### src/source/memCtrlPkg.sv
package memCtrlPkg;

    localparam int BYTE_BITS  = 8;
    localparam int WORD_BYTES = 4;

    typedef logic [BYTE_BITS-1:0] byte_t;
    typedef logic [BYTE_BITS*WORD_BYTES-1:0] word_t;

    // legal lengths are 1, 2 and 4
    typedef logic [2:0] len_t;
    typedef logic [1:0] index_t;

    typedef enum logic [1:0] {
        FETCH = 2'd0,
        LOAD  = 2'd1,
        STORE = 2'd2
    } txnKind_t;

    typedef enum logic [1:0] {
        IDLE   = 2'd0,
        ISSUE  = 2'd1,
        DRAIN  = 2'd2,
        FINISH = 2'd3
    } ctrlState_t;

endpackage

### src/source/memCtrlIf.sv
`timescale 1ns/1ns

interface memCtrlIf;
    import memCtrlPkg::*;

    logic     accept;
    txnKind_t kind;
    logic     issueEn;
    logic     finish;

    index_t   issueIndex;
    index_t   returnIndex;
    logic     captureEn;
    logic     lastIssue;
    logic     lastCapture;

    modport fsm (
        output accept, kind, issueEn, finish,
        input  lastIssue, lastCapture
    );

    modport counter (
        input  accept, kind, issueEn,
        output issueIndex, returnIndex, captureEn, lastIssue, lastCapture
    );

    modport port (input accept, kind, issueEn, issueIndex);

    modport assembler (input accept, kind, finish, captureEn, returnIndex);

endinterface

### src/source/byteCounter.sv
`timescale 1ns/1ns

module byteCounter (
    input  logic              clk,
    input  logic              rst,
    input  memCtrlPkg::len_t  i_dcLen,
    memCtrlIf.counter         ctrl
);
    import memCtrlPkg::*;

    len_t   lenQ;
    index_t lastIdx;
    logic   issuedLast;

    assign lastIdx = index_t'(lenQ - 3'd1);

    assign ctrl.lastIssue   = (ctrl.issueIndex == lastIdx);
    // stays high once the final byte position is reached
    assign ctrl.lastCapture = (ctrl.returnIndex == lastIdx);
    assign ctrl.captureEn   = issuedLast && (ctrl.kind != STORE);

    always_ff @(posedge clk) begin
        if (rst) begin
            lenQ             <= len_t'(WORD_BYTES);
            ctrl.issueIndex  <= '0;
            ctrl.returnIndex <= '0;
            issuedLast       <= 1'b0;
        end else begin
            issuedLast <= ctrl.issueEn;
            if (ctrl.accept) begin
                lenQ             <= (ctrl.kind == FETCH) ? len_t'(WORD_BYTES) : i_dcLen;
                ctrl.issueIndex  <= '0;
                ctrl.returnIndex <= '0;
            end else begin
                if (ctrl.issueEn) begin
                    ctrl.issueIndex <= ctrl.issueIndex + 2'd1;
                end
                // hold on the last position so DRAIN can see it after a pause
                if (ctrl.captureEn && !ctrl.lastCapture) begin
                    ctrl.returnIndex <= ctrl.returnIndex + 2'd1;
                end
            end
        end
    end

endmodule

### src/source/loadAssembler.sv
`timescale 1ns/1ns

module loadAssembler (
    input  logic              clk,
    input  logic              rst,
    input  memCtrlPkg::byte_t i_memData,
    output logic              o_infDone,
    output memCtrlPkg::word_t o_infInst,
    output logic              o_dcDone,
    output memCtrlPkg::word_t o_dcData,
    memCtrlIf.assembler       ctrl
);
    import memCtrlPkg::*;

    word_t wordQ;

    // cleared per transfer so short loads come out zero-extended
    always_ff @(posedge clk) begin
        if (rst) begin
            wordQ <= '0;
        end else if (ctrl.accept) begin
            wordQ <= '0;
        end else if (ctrl.captureEn) begin
            wordQ[ctrl.returnIndex*BYTE_BITS +: BYTE_BITS] <= i_memData;
        end
    end

    assign o_infDone = ctrl.finish && (ctrl.kind == FETCH);
    assign o_dcDone  = ctrl.finish && (ctrl.kind != FETCH);

    assign o_infInst = o_infDone ? wordQ : '0;
    assign o_dcData  = o_dcDone ? wordQ : '0;

endmodule

### src/source/memArbiterFsm.sv
`timescale 1ns/1ns

module memArbiterFsm (
    input  logic clk,
    input  logic rst,
    input  logic i_dcEn,
    input  logic i_dcStore,
    input  logic i_infEn,
    input  logic i_rdy,
    input  logic i_ioBufferFull,
    memCtrlIf.fsm ctrl
);
    import memCtrlPkg::*;

    ctrlState_t state;
    txnKind_t   kindQ;
    txnKind_t   selKind;
    logic       pause;

    assign pause = !i_rdy || i_ioBufferFull;

    // data side wins a tie
    assign selKind = i_dcEn ? (i_dcStore ? STORE : LOAD) : FETCH;

    assign ctrl.accept  = (state == IDLE) && !pause && (i_dcEn || i_infEn);
    // new kind is visible during the accepting cycle
    assign ctrl.kind    = (state == IDLE) ? selKind : kindQ;
    assign ctrl.issueEn = (state == ISSUE) && !pause;
    assign ctrl.finish  = (state == FINISH);

    always_ff @(posedge clk) begin
        if (rst) begin
            state <= IDLE;
            kindQ <= FETCH;
        end else begin
            case (state)
                IDLE: begin
                    if (ctrl.accept) begin
                        state <= ISSUE;
                        kindQ <= selKind;
                    end
                end
                ISSUE: begin
                    if (!pause && ctrl.lastIssue) begin
                        // stores have nothing coming back
                        state <= (kindQ == STORE) ? FINISH : DRAIN;
                    end
                end
                DRAIN: begin
                    if (!pause && ctrl.lastCapture) begin
                        state <= FINISH;
                    end
                end
                FINISH: begin
                    state <= IDLE;
                end
                default: begin
                    state <= IDLE;
                end
            endcase
        end
    end

endmodule

### src/source/memCtrlTop.sv
`timescale 1ns/1ns

module memCtrlTop #(
    parameter int ADDR_WIDTH = 16
) (
    input  logic                  clk,
    input  logic                  rst,
    input  logic                  i_rdy,
    input  logic                  i_ioBufferFull,

    // byte-wide RAM port
    input  memCtrlPkg::byte_t     i_memData,
    output logic                  o_memWrite,
    output logic [ADDR_WIDTH-1:0] o_memAddr,
    output memCtrlPkg::byte_t     o_memData,

    // instruction fetch
    input  logic                  i_infEn,
    input  logic [ADDR_WIDTH-1:0] i_infAddr,
    output logic                  o_infDone,
    output memCtrlPkg::word_t     o_infInst,

    // data cache
    input  logic                  i_dcEn,
    input  logic                  i_dcStore,
    input  memCtrlPkg::len_t      i_dcLen,
    input  memCtrlPkg::word_t     i_dcData,
    input  logic [ADDR_WIDTH-1:0] i_dcAddr,
    output logic                  o_dcDone,
    output memCtrlPkg::word_t     o_dcData
);

    memCtrlIf ctrl ();

    memArbiterFsm memArbiterFsm_inst (
        .clk            (clk),
        .rst            (rst),
        .i_dcEn         (i_dcEn),
        .i_dcStore      (i_dcStore),
        .i_infEn        (i_infEn),
        .i_rdy          (i_rdy),
        .i_ioBufferFull (i_ioBufferFull),
        .ctrl           (ctrl.fsm)
    );

    byteCounter byteCounter_inst (
        .clk     (clk),
        .rst     (rst),
        .i_dcLen (i_dcLen),
        .ctrl    (ctrl.counter)
    );

    memPortDriver #(
        .ADDR_WIDTH (ADDR_WIDTH)
    ) memPortDriver_inst (
        .clk        (clk),
        .rst        (rst),
        .i_infAddr  (i_infAddr),
        .i_dcAddr   (i_dcAddr),
        .i_dcData   (i_dcData),
        .o_memAddr  (o_memAddr),
        .o_memData  (o_memData),
        .o_memWrite (o_memWrite),
        .ctrl       (ctrl.port)
    );

    loadAssembler loadAssembler_inst (
        .clk       (clk),
        .rst       (rst),
        .i_memData (i_memData),
        .o_infDone (o_infDone),
        .o_infInst (o_infInst),
        .o_dcDone  (o_dcDone),
        .o_dcData  (o_dcData),
        .ctrl      (ctrl.assembler)
    );

endmodule

### src/source/memPortDriver.sv
`timescale 1ns/1ns

module memPortDriver #(
    parameter int ADDR_WIDTH = 16
) (
    input  logic                  clk,
    input  logic                  rst,
    input  logic [ADDR_WIDTH-1:0] i_infAddr,
    input  logic [ADDR_WIDTH-1:0] i_dcAddr,
    input  memCtrlPkg::word_t     i_dcData,
    output logic [ADDR_WIDTH-1:0] o_memAddr,
    output memCtrlPkg::byte_t     o_memData,
    output logic                  o_memWrite,
    memCtrlIf.port                ctrl
);
    import memCtrlPkg::*;

    logic [ADDR_WIDTH-1:0] baseQ;
    word_t                 storeQ;

    always_ff @(posedge clk) begin
        if (rst) begin
            baseQ <= '0;
        end else if (ctrl.accept) begin
            baseQ <= (ctrl.kind == FETCH) ? i_infAddr : i_dcAddr;
        end
    end

    always_ff @(posedge clk) begin
        if (ctrl.accept && ctrl.kind == STORE) begin
            storeQ <= i_dcData;
        end
    end

    // little-endian so the low byte goes to the base address
    assign o_memAddr  = baseQ + ADDR_WIDTH'(ctrl.issueIndex);
    assign o_memData  = storeQ[ctrl.issueIndex*BYTE_BITS +: BYTE_BITS];
    assign o_memWrite = ctrl.issueEn && (ctrl.kind == STORE);

endmodule

### config.mk
export PLATFORM = sky130hd
export DESIGN_NAME = memCtrlTop
export DESIGN_NICKNAME = d
export VERILOG_FILES = /design/src/source/memCtrlPkg.sv /design/src/source/memCtrlIf.sv /design/src/source/byteCounter.sv /design/src/source/loadAssembler.sv /design/src/source/memArbiterFsm.sv /design/src/source/memCtrlTop.sv /design/src/source/memPortDriver.sv
export SDC_FILE = /design/constraint.sdc
export NUM_CORES = 1
export LEC_CHECK = 0
export BUFFER_PORTS_ARGS = -buffer_cell sky130_fd_sc_hd__buf_4
export CAP_MARGIN = 20
export CORE_MARGIN = 4
export CORE_UTILIZATION = 25
export DETAILED_ROUTE_END_ITERATION = 8
export PLACE_DENSITY = 0.46
export SLEW_MARGIN = 5
export SYNTH_ARGS = -nofsm -noshare
export SYNTH_HDL_FRONTEND = slang
export SYNTH_SLANG_ARGS = --single-unit
### constraint.sdc
create_clock -name clk -period 3.7 [get_ports clk]
set_input_delay 0.37 -clock clk [delete_from_list [all_inputs] [get_ports clk]]
set_output_delay 0.37 -clock clk [all_outputs]
set_load 0.01 [all_outputs]
==> results by group, run 1 <==
Clocking
  • CTS tree: built
  • Resize count post-CTS: 0
  • # clock sinks: 91
  • Root Buffer: clkbuf_16
  • Setup Fix Bufs, Post-CTS: 0
  • Deepest clock path buffer count: 2
  • Htree depth: 3
  • Clock latency on the worst-skew pair: 0.34 ns
  • CTS Buf Count: 9
  • CTS clk-pin slew, worst paths: 0.07 ns
  • Cts hold-fix bufs: 0

Power
  • Final Power: 0.00266 W
  • Pwr dens: 419 nW/um2
  • Peak VDD IR: 0.203 mV
  • LEAKAGE: 2.65 nW

Die
  • Chip Height: 144 um
  • IO Count: 173
  • Die Area: 20700 um2
  • Starting Density: 0.256
  • Core box area: 18000 um2
  • Die width: 144 um
  • Rows: 49

Critical path
  • Register-to-Register Path Depth: 7
  • CP Launch Type: flop
  • WS Path Type: reg -> out
  • Worst R2R Start: memArbiterFsm_inst.state[0]$_SDFFE_PP0P_
  • Kind of end point of the critical path: primary output
  • Worst path arrival time: 2.62 ns
  • FF-to-FF setup slack: 1.15 ns
  • Critical path data required time: 3.33 ns
  • Reg2reg end: loadAssembler_inst.wordQ[6]$_SDFFE_PP0P_
  • Crit-path max FO: 28

Drt
  • Drt via density: 4.50
  • Routed via count: 3898
  • Routed wire length: 12700 um
  • Final ANT Viol Nets: 0
  • # DRC: 0
  • Drt pass-1 iters: 4
  • Initial DRC Count: 158
  • Avg WL per Cell: 14.7 um

Final layout
  • Core Util, Final: 0.352
  • Inserted Diodes: 0
  • Final instance area: 6350 um2
  • Ratio of cells with drive above 1 in the final layout: 0.334
  • NumNets Final: 726
  • Area grow syn2layout: 37.9%

Place
  • DP Area: 6080 um2
  • Detailed placement HPWL: 9740 um
  • Pre-CTS setup slack: 1.01 ns
  • Gpl congestion: 0.782
  • Count of buffers from port buffering: 171

Yosys
  • Synth top area cells: dfxtp_1 26%, edfxtp_1 21%, and2_1 5.2%
  • Unique masters post-synth: 43
  • Sequential share of the synthesized area: 0.465
  • Synth area leader: dfxtp_1
  • Synth Register Bits: 91
  • Synthesized Nets: 566
  • Synth Flop Type: dfxtp_1
  • Synth cell count leaders: 59 x dfxtp_1, 46 x nand2_1, 40 x nand3_1
  • Synthesized area: 4610 um2
  • Post-synth EDFFs: 32
  • Synth top area share: 0.256
  • Synth warnings: 0
  • Syn Area/Cell: 9.76 um2
  • Asr flop ratio synth: 0
  • Top-count cell post-synth: dfxtp_1
  • Mapped Cells: 472

GRT
  • Total global-route track usage: 0.121
  • Antenna violations before repair: 0
  • Vias in the first global route: 3895
  • First-pass GRT wire length: 19800 um
  • Largest net degree at the start of global routing: 37
  • Grt ovf: 0

STA
  • Worst-margin pin slew: 0.943 ns
  • Max-slew violation count: 0
  • Worst clock skew: 0.00749 ns
  • Tmin final: 2.99 ns
  • Final worst-path cycle share: 0.807
  • FMAX: 0.335 GHz
  • RSZ-0062 raised after global routing: false
  • Rel. slew slack: 0.372
  • Setup_tns: 0 ns
  • Setup-failing EPs final: 0
  • Hold Fails Final Rpt: 0
  • Final WS setup: 0.715 ns

Worst hold path
  • Worst hold path type: in -> reg
  • Hold Path Depth: 1
  • Hold path startpoint: i_dcData[19]
  • WHS Endpoint: memPortDriver_inst.storeQ[19]$_DFFE_PP_

Flow run
  • MaxCap Viol Count: 0

Run status
  • Status: completed
==> cells in the final DEF (no fill, tap or decap), types with 4 or more instances in the layout <==
cell type	instances
dfxtp_1	59
and3_1	38
xnor2_1	14
nand2_1	46
buf_4	180
mux2i_1	17
mux4_2	8
inv_1	12
edfxtp_1	32
nor2_1	28
and2_1	38
xor2_1	4
clkbuf_16	9
nand2b_1	6
a211oi_1	17
nand3_1	40
a21oi_1	38
ha_1	11
==> worst max-delay path, stage by stage (launching register included) <==
cell	delay (ns)
dfxtp_1	0.36
inv_1	0.10
ha_1	0.36
o31ai_4	0.73
buf_4	0.39
and3_1	0.20
buf_4	0.12
==> area by class of cell <==
type / count / area, um2
clock buffer: 11 / 233
clock inverter: 5 / 37.5
fill: 1889 / 11700
inverter: 12 / 45.0
multi-input combinational: 338 / 2260
sequential: 91 / 2140
tap: 229 / 287
timing repair buffer: 180 / 1350
==> routing by layer <==
layer / global-route usage / part of all wire
met5: 0 / 0
met4: 0.0466 / 0.019
met3: 0.0426 / 0.095
met2: 0.192 / 0.46
met1: 0.153 / 0.43
==> power breakdown <==
group	switching, W	internal (W)
sequential	0.0000449	0.00109
clock	0.000394	0.000458
combinational	0.000377	0.000291
==> cells by family after synthesis <==
family | synth area share
AOI/OAI and AO/OA | 0.106
xor gates and xnor gates | 0.0342
adders and majority gates | 0.0342
buffers and inverters | 0.0462
DFF | 0.465
muxes | 0.0761
and+or+nand+nor | 0.239
==> how the worst max path moves through the flow <==
stage                                                  start                                     end  cells after the start
floorplan           memArbiterFsm_inst.state[0]$_SDFFE_PP0P_  memPortDriver_inst.storeQ[0]$_DFFE_PP_                      6
global placement    memArbiterFsm_inst.state[0]$_SDFFE_PP0P_                            o_infInst[5]                      6
detailed placement  memArbiterFsm_inst.state[0]$_SDFFE_PP0P_                            o_infInst[5]                      6
CTS                 memArbiterFsm_inst.state[0]$_SDFFE_PP0P_                            o_infInst[5]                      6
global route        memArbiterFsm_inst.state[0]$_SDFFE_PP0P_                           o_infInst[29]                      6
finish              memArbiterFsm_inst.state[0]$_SDFFE_PP0P_                            o_infInst[5]                      6
==> registers in the layout, summed over array words and instances (netlist names) <==
register and flops:
loadAssembler_inst.wordQ 32, memPortDriver_inst.storeQ 32, memPortDriver_inst.baseQ 16, byteCounter_inst.ctrl.issueIndex 2, byteCounter_inst.ctrl.returnIndex 2, byteCounter_inst.lenQ 2
memArbiterFsm_inst.kindQ 2, memArbiterFsm_inst.state 2, byteCounter_inst.issuedLast 1
==> stage by stage <==
stage | hold slack [ns] | std cells
6_report | 0.200 | 866
5_1_grt | 0.177 | 866
4_1_cts | 0.182 | 866
3_5_place_dp | 0.460 | 850
3_3_place_gp | 0.452 | 850
2_1_floorplan | 0.435 | 472
Power figures use the tool's default switching activity.
==> inputs of run 2 (changes only) <==
--- a/config.mk
+++ b/config.mk
@@ -10,7 +10,7 @@
 export CORE_MARGIN = 4
 export CORE_UTILIZATION = 25
 export DETAILED_ROUTE_END_ITERATION = 8
-export PLACE_DENSITY = 0.46
+export PLACE_DENSITY = 0.48
 export SLEW_MARGIN = 5
 export SYNTH_ARGS = -nofsm -noshare
 export SYNTH_HDL_FRONTEND = slang
==> constraint.sdc (replaced) <==
create_clock -name clk -period 2.6 [get_ports clk]
set_input_delay 0.26 -clock clk [delete_from_list [all_inputs] [get_ports clk]]
set_output_delay 0.26 -clock clk [all_outputs]
set_load 0.01 [all_outputs]
==> run 2 against run 1 <==
First-iteration DRC count grew 13%. Power increased by 47%. Die area did not move. Sequential cell count did not move. Design area up 0.87%. Register-to-register slack lost 0.66 ns. Largest power group unchanged. Highest routed layer unchanged.
==> results by group, run 2 (same netlist as run 1, synthesis figures left out) <==
Run status
  • Status: completed

Final layout
  • NumNets Final: 730
  • Most frequent cells in the layout: 183 x buf_4, 59 x dfxtp_1, 46 x nand2_1
  • Core Util, Final: 0.355
  • Ratio of cells with drive above 1 in the final layout: 0.342
  • Final instance area: 6410 um2
  • Inserted Diodes: 0
  • Most common cell after layout, fill and taps aside: buf_4
  • Area grow syn2layout: 39.1%
  • Largest registers: loadAssembler_inst.wordQ (32), memPortDriver_inst.storeQ (32), memPortDriver_inst.baseQ (16)

STA
  • FMAX: 0.418 GHz
  • Worst-margin pin slew: 0.483 ns
  • Tmin final: 2.39 ns
  • Rel. slew slack: 0.676
  • Setup-failing EPs final: 0
  • Setup_tns: 0 ns
  • Max-slew violation count: 0
  • Worst clock skew: 0.00629 ns
  • Final worst-path cycle share: 0.919
  • Hold Fails Final Rpt: 0
  • Final WS setup: 0.210 ns
  • RSZ-0062 raised after global routing: false

Die
  • IO Count: 173
  • Core box area: 18000 um2
  • Die Area: 20700 um2
  • Chip Height: 144 um
  • Die width: 144 um
  • Starting Density: 0.256
  • Rows: 49

Drt
  • # DRC: 0
  • Avg WL per Cell: 14.9 um
  • Drt pass-1 iters: 4
  • Drt via density: 4.49
  • Routed wire length: 13000 um
  • Routed via count: 3909
  • Final ANT Viol Nets: 0
  • Initial DRC Count: 178

Worst hold path
  • Hold path startpoint: i_dcData[1]
  • Worst hold path type: in -> reg

Clocking
  • Clock latency on the worst-skew pair: 0.35 ns
  • Root Buffer: clkbuf_16
  • Cts hold-fix bufs: 0
  • CTS clk-pin slew, worst paths: 0.07 ns
  • Deepest clock path buffer count: 2
  • CTS Buf Count: 9
  • # clock sinks: 91
  • Htree depth: 3
  • CTS tree: built

Flow run
  • MaxCap Viol Count: 0

Critical path
  • Worst path arrival time: 2.13 ns
  • CP startpoint: memPortDriver_inst.baseQ[0]$_SDFFE_PP0P_
  • Crit-path slowest cell: fa_1
  • Crit-path max FO: 4
  • Kind of end point of the critical path: primary output
  • Worst R2R Start: memArbiterFsm_inst.state[0]$_SDFFE_PP0P_
  • WS Path Type: reg -> out
  • Delay of the slowest cell on the worst path: 0.44 ns
  • CP Launch Type: flop
  • Bufs and invs on worst path: 2
  • Crit path cell chain: ha_1, inv_1, fa_1, nor2_1, nand2_1, xnor2_1, buf_4
  • Top cell family by delay on the critical path: adder cells
  • Critical path data required time: 2.34 ns
  • FF-to-FF setup slack: 0.49 ns

Power
  • Sequential power share: 0.416
  • Clock power share: 0.333
  • Peak VDD IR: 0.325 mV
  • Net switching power: 0.00123 W
  • Combinational Power Share: 0.251
  • Sw frac: 0.315
  • Pwr dens: 609 nW/um2
  • Internal: 0.00267 W
  • LEAKAGE: 2.69 nW

GRT
  • Total global-route track usage: 0.126
  • Largest net degree at the start of global routing: 37
  • First-pass GRT wire length: 20400 um
  • Vias in the first global route: 3932
  • Grt ovf: 0
  • Antenna violations before repair: 0

Place
  • Gpl congestion: 0.756
  • Pre-CTS setup slack: 0.198 ns
  • Detailed placement HPWL: 9780 um
  • DP Area: 6100 um2
  • Count of buffers from port buffering: 171
[run 2: path summary, 6_finish.rpt]
kind,end,depth (start not counted)
worst min register to register,loadAssembler_inst.wordQ[3]$_SDFFE_PP0P_,2
worst max register to register,loadAssembler_inst.wordQ[5]$_SDFFE_PP0P_,8
worst min-delay path,memPortDriver_inst.storeQ[1]$_DFFE_PP_,1
worst max-delay path,o_memAddr[12],7
[run 2: power by group through the flow]
| stage | Combinational, W | Sequential [W] | Clock (W) |
|---|---|---|---|
| after floorplan | 0.000660 | 0.00164 | 0 |
| after global placement | 0.000960 | 0.00165 | 0 |
| after detailed placement | 0.000982 | 0.00166 | 0 |
| after CTS | 0.000998 | 0.00162 | 0.00135 |
| after global routing | 0.00109 | 0.00163 | 0.00140 |
| final | 0.000978 | 0.00162 | 0.00130 |
[run 2: area by class of cell]
class                      count  area [um2]
inverter                      12        45.0
clock inverter                 7        66.3
sequential                    91        2140
clock buffer                   9         225
timing repair buffer         184        1390
fill                        1840       11600
multi-input combinational    338        2260
tap                          229         287
[run 2: stage by stage]
step                      cells  total power [W]  hold WS [ns]
after global placement      853          0.00261         0.438
after floorplan             472          0.00230         0.333
final                       870          0.00390        0.0782
after global routing        870          0.00413        0.0612
after CTS                   870          0.00397        0.0616
after detailed placement    853          0.00264         0.439
[run 2: worst register-to-register path: stages, from the launching register on]
cell and delay, ns:
dfxtp_1 0.37, inv_1 0.10, ha_1 0.26, buf_4 0.18, a311oi_2 0.27, buf_4 0.23
and2_1 0.30, nand3_1 0.16, a21oi_1 0.17
[run 2: layer usage]
metal | routed length [um] | GRT usage | up-vias
li1 | - | - | 1997
met1 | 5560 | 0.157 | 1756
met2 | 6150 | 0.206 | 139
met3 | 1040 | 0.0373 | 17
met4 | 229 | 0.0471 | 0
met5 | 0 | 0 | -
[run 2: timing repair]
| action | CTS | global route |
|---|---|---|
| gates cloned | 0 | 0 |
| pin swaps | 1 | 0 |
| resized for setup | 0 | 1 |
| buffers inserted | 1 | 0 |
| endpoints found under the setup margin | 65 | 14 |
==> inputs of run 3 (changes only) <==
--- a/config.mk
+++ b/config.mk
@@ -14,4 +14,5 @@
 export SLEW_MARGIN = 5
 export SYNTH_ARGS = -nofsm -noshare
 export SYNTH_HDL_FRONTEND = slang
+export SYNTH_HIERARCHICAL = 1
 export SYNTH_SLANG_ARGS = --single-unit
==> run 3 against run 2 <==
Core utilization increased by 0.43 points. Largest power group unchanged. Clock-buffer cell count unchanged. Global-route usage increased by 0.19 points. Die area increased by 2.4%. Clock power increased by 10%. Area after synthesis increased by 2.6%. First-iteration DRC count decreased by 29%. Sequential share of layout area decreased by 1.4 points. Power decreased by 0.20%. Synthesized cell count increased by 0.42%. Via count increased by 6.1%. Critical endpoint is now o_infInst[4].
==> results by group, run 3 <==
Power
  • Peak VDD IR: 0.267 mV
  • Pwr dens: 580 nW/um2
  • LEAKAGE: 2.67 nW
  • Final Power: 0.00389 W

Yosys
  • Synth warnings: 6
  • Post-synth EDFFs: 32
  • Mapped Cells: 474
  • Unique masters post-synth: 58
  • Synth Flop Type: dfxtp_1
  • Synth area leader: dfxtp_1
  • Post-synthesis compound-gate area fraction: 0.126
  • Adder-cell share of the synthesized area: 0.0358
  • Synthesized area: 4720 um2
  • Sequential share of the synthesized area: 0.453
  • Xor/xnor share of the synthesized area: 0.0334
  • Largest family of logic cells by synthesized area: simple AND/OR/NAND/NOR gates
  • Synthesized Nets: 568
  • Top-count cell post-synth: and2_1
  • Synth cell count leaders: 66 x and2_1, 59 x dfxtp_1, 49 x nand2_1
  • Synth top area cells: dfxtp_1 25%, edfxtp_1 20%, and2_1 8.7%
  • Syn Area/Cell: 9.97 um2
  • Asr flop ratio synth: 0
  • Synth top area share: 0.250
  • Simple-gate portion of the synthesized area: 0.263
  • Multiplexer share of the synthesized area: 0.0469
  • Synth Register Bits: 91

STA
  • Worst-margin pin slew: 0.602 ns
  • Rel. slew slack: 0.598
  • Setup-failing EPs final: 0
  • Hold Fails Final Rpt: 0
  • RSZ-0062 raised after global routing: false
  • Tmin final: 2.50 ns
  • Worst clock skew: 0.00716 ns
  • Final WS setup: 0.0962 ns
  • Max-slew violation count: 0
  • Final worst-path cycle share: 0.963
  • FMAX: 0.399 GHz
  • Setup_tns: 0 ns

Final layout
  • Ratio of cells with drive above 1 in the final layout: 0.382
  • Largest registers: loadAssembler_inst/wordQ (32), memPortDriver_inst/storeQ (32), memPortDriver_inst/baseQ (16)
  • Most frequent cells in the layout: 182 x buf_4, 66 x and2_1, 56 x dfxtp_1
  • NumNets Final: 736
  • Inserted Diodes: 0
  • Most common cell after layout, fill and taps aside: buf_4
  • Finished Layout Cells: 881
  • Core Util, Final: 0.360
  • Fillcell total: 1905
  • Area grow syn2layout: 41.9%

Clocking
  • Clock latency on the worst-skew pair: 0.34 ns
  • CTS clk-pin slew, worst paths: 0.07 ns
  • CTS Buf Count: 9
  • # clock sinks: 91
  • Root Buffer: clkbuf_16
  • CTS tree: built
  • Cts hold-fix bufs: 0
  • Deepest clock path buffer count: 2
  • Htree depth: 3

Place
  • Pre-CTS setup slack: 0.175 ns
  • Count of buffers from port buffering: 171
  • Placed insts: 863
  • Gpl congestion: 0.756
  • Detailed placement HPWL: 10300 um

GRT
  • Met1 Usage GRT: 0.163
  • Antenna violations before repair: 0
  • Largest net degree at the start of global routing: 34
  • First-pass GRT wire length: 22100 um
  • GR peak layer: met2
  • Grt ovf: 0
  • Global-route met3 utilization: 0.0209
  • Total global-route track usage: 0.128
  • Global routing usage on met2: 0.217
  • Vias in the first global route: 4179

Die
  • Core box area: 18600 um2
  • Die Area: 21200 um2
  • IO Count: 173
  • Die width: 145 um
  • Chip Height: 145 um
  • Starting Density: 0.253
  • Rows: 50

Flow run
  • MaxCap Viol Count: 0

Critical path
  • Critical path data required time: 2.34 ns
  • Register-to-Register Path Depth: 10
  • Crit-path max FO: 23
  • CP Launch Type: flop
  • Worst path arrival time: 2.24 ns
  • Kind of end point of the critical path: primary output
  • WS Path Type: reg -> out

Drt
  • Drt via density: 4.71
  • Routed via count: 4147
  • Avg WL per Cell: 15.8 um
  • Initial DRC Count: 126
  • Final ANT Viol Nets: 0
  • # DRC: 0
  • Routed wire length: 14000 um
  • Drt pass-1 iters: 6

Worst hold path
  • Worst hold path type: in -> reg
  • Hold Path Depth: 1

Run status
  • Status: completed
## run 3: cell count changes after synthesis, moves of 13 or more
cell	change
a311oi_1	+15
mux2i_1	-14
nand3_1	-33
a21oi_1	-15
and2_1	+28
and3_1	-36
a211oi_1	-16
o21ai_0	+13
## run 3: cell type report
class / instances / area, um2 / share of cell area
inverters: 12 / 45.0 / 0.00672
well taps: 234 / 293 / 0.0437
multi-input cells: 341 / 2430 / 0.362
clock buffers: 9 / 225 / 0.0336
clock inverters: 7 / 100 / 0.0149
repair buffers: 187 / 1470 / 0.219
flip-flops and latches: 91 / 2150 / 0.320
## run 3: cells by family (layout without fill, tap and decap cells)
logic type                 after synthesis  count (layout)
AOI/OAI and AO/OA                       84              84
xor gates and xnor gates                18              18
adders and majority gates               13              13
buffers and inverters                   42             215
DFF                                     91              91
muxes                                   12              12
and+or+nand+nor                        214             214
## run 3: where the power goes
part | internal [W] | switching [W] | total [W]
clock | 0.000850 | 0.000576 | 0.00143
combinational | 0.000400 | 0.000444 | 0.000844
sequential | 0.00155 | 0.0000690 | 0.00162
## run 3: routing by layer
layer  part of all wire  up-vias  wire [um]
met1               0.44     2016       6200
met5                  0        -          0
met2               0.50      106       6990
met3              0.037       13        521
li1                   -     2012          -
met4              0.017        0        242
## run 3: final timing paths
| check | slack (ns) | endpoint | startpoint |
|---|---|---|---|
| worst max-delay path | 0.1 | o_infInst[4] | memArbiterFsm_inst/state[1]$_SDFFE_PP0P_ |
| worst min-delay path | 0.09 | memPortDriver_inst/storeQ[20]$_DFFE_PP_ | i_dcData[20] |
| worst max register to register | 0.32 | loadAssembler_inst/wordQ[20]$_SDFFE_PP0P_ | memArbiterFsm_inst/state[1]$_SDFFE_PP0P_ |
| worst min register to register | 0.47 | loadAssembler_inst/wordQ[18]$_SDFFE_PP0P_ | loadAssembler_inst/wordQ[18]$_SDFFE_PP0P_ |
## run 3: critical path: stages (launching register included)
cell and delay (ns):
dfxtp_2 0.38, inv_2 0.07, ha_4 0.19, buf_4 0.15, nand3_1 0.10, o21ai_2 0.09, buf_12 0.16, nor3b_4 0.21
buf_12 0.14, clkbuf_16 0.16, and2_1 0.13, buf_4 0.11
## run 3: through the flow
stage	instance area [um2]	hold WS, ns
2_1_floorplan	4730	0.329
3_3_place_gp	6270	0.439
3_5_place_dp	6270	0.439
4_1_cts	6620	0.0648
5_1_grt	6710	0.0673
6_report	6710	0.0863
## run 3: repair_timing
action                                 4_1_cts  5_1_grt
setup endpoints to repair                   68       67
endpoints found under the hold margin        0        0
gates cloned                                 0        1
pin swaps                                    0        2
resized for setup                            7       10
buffers inserted                             0        1
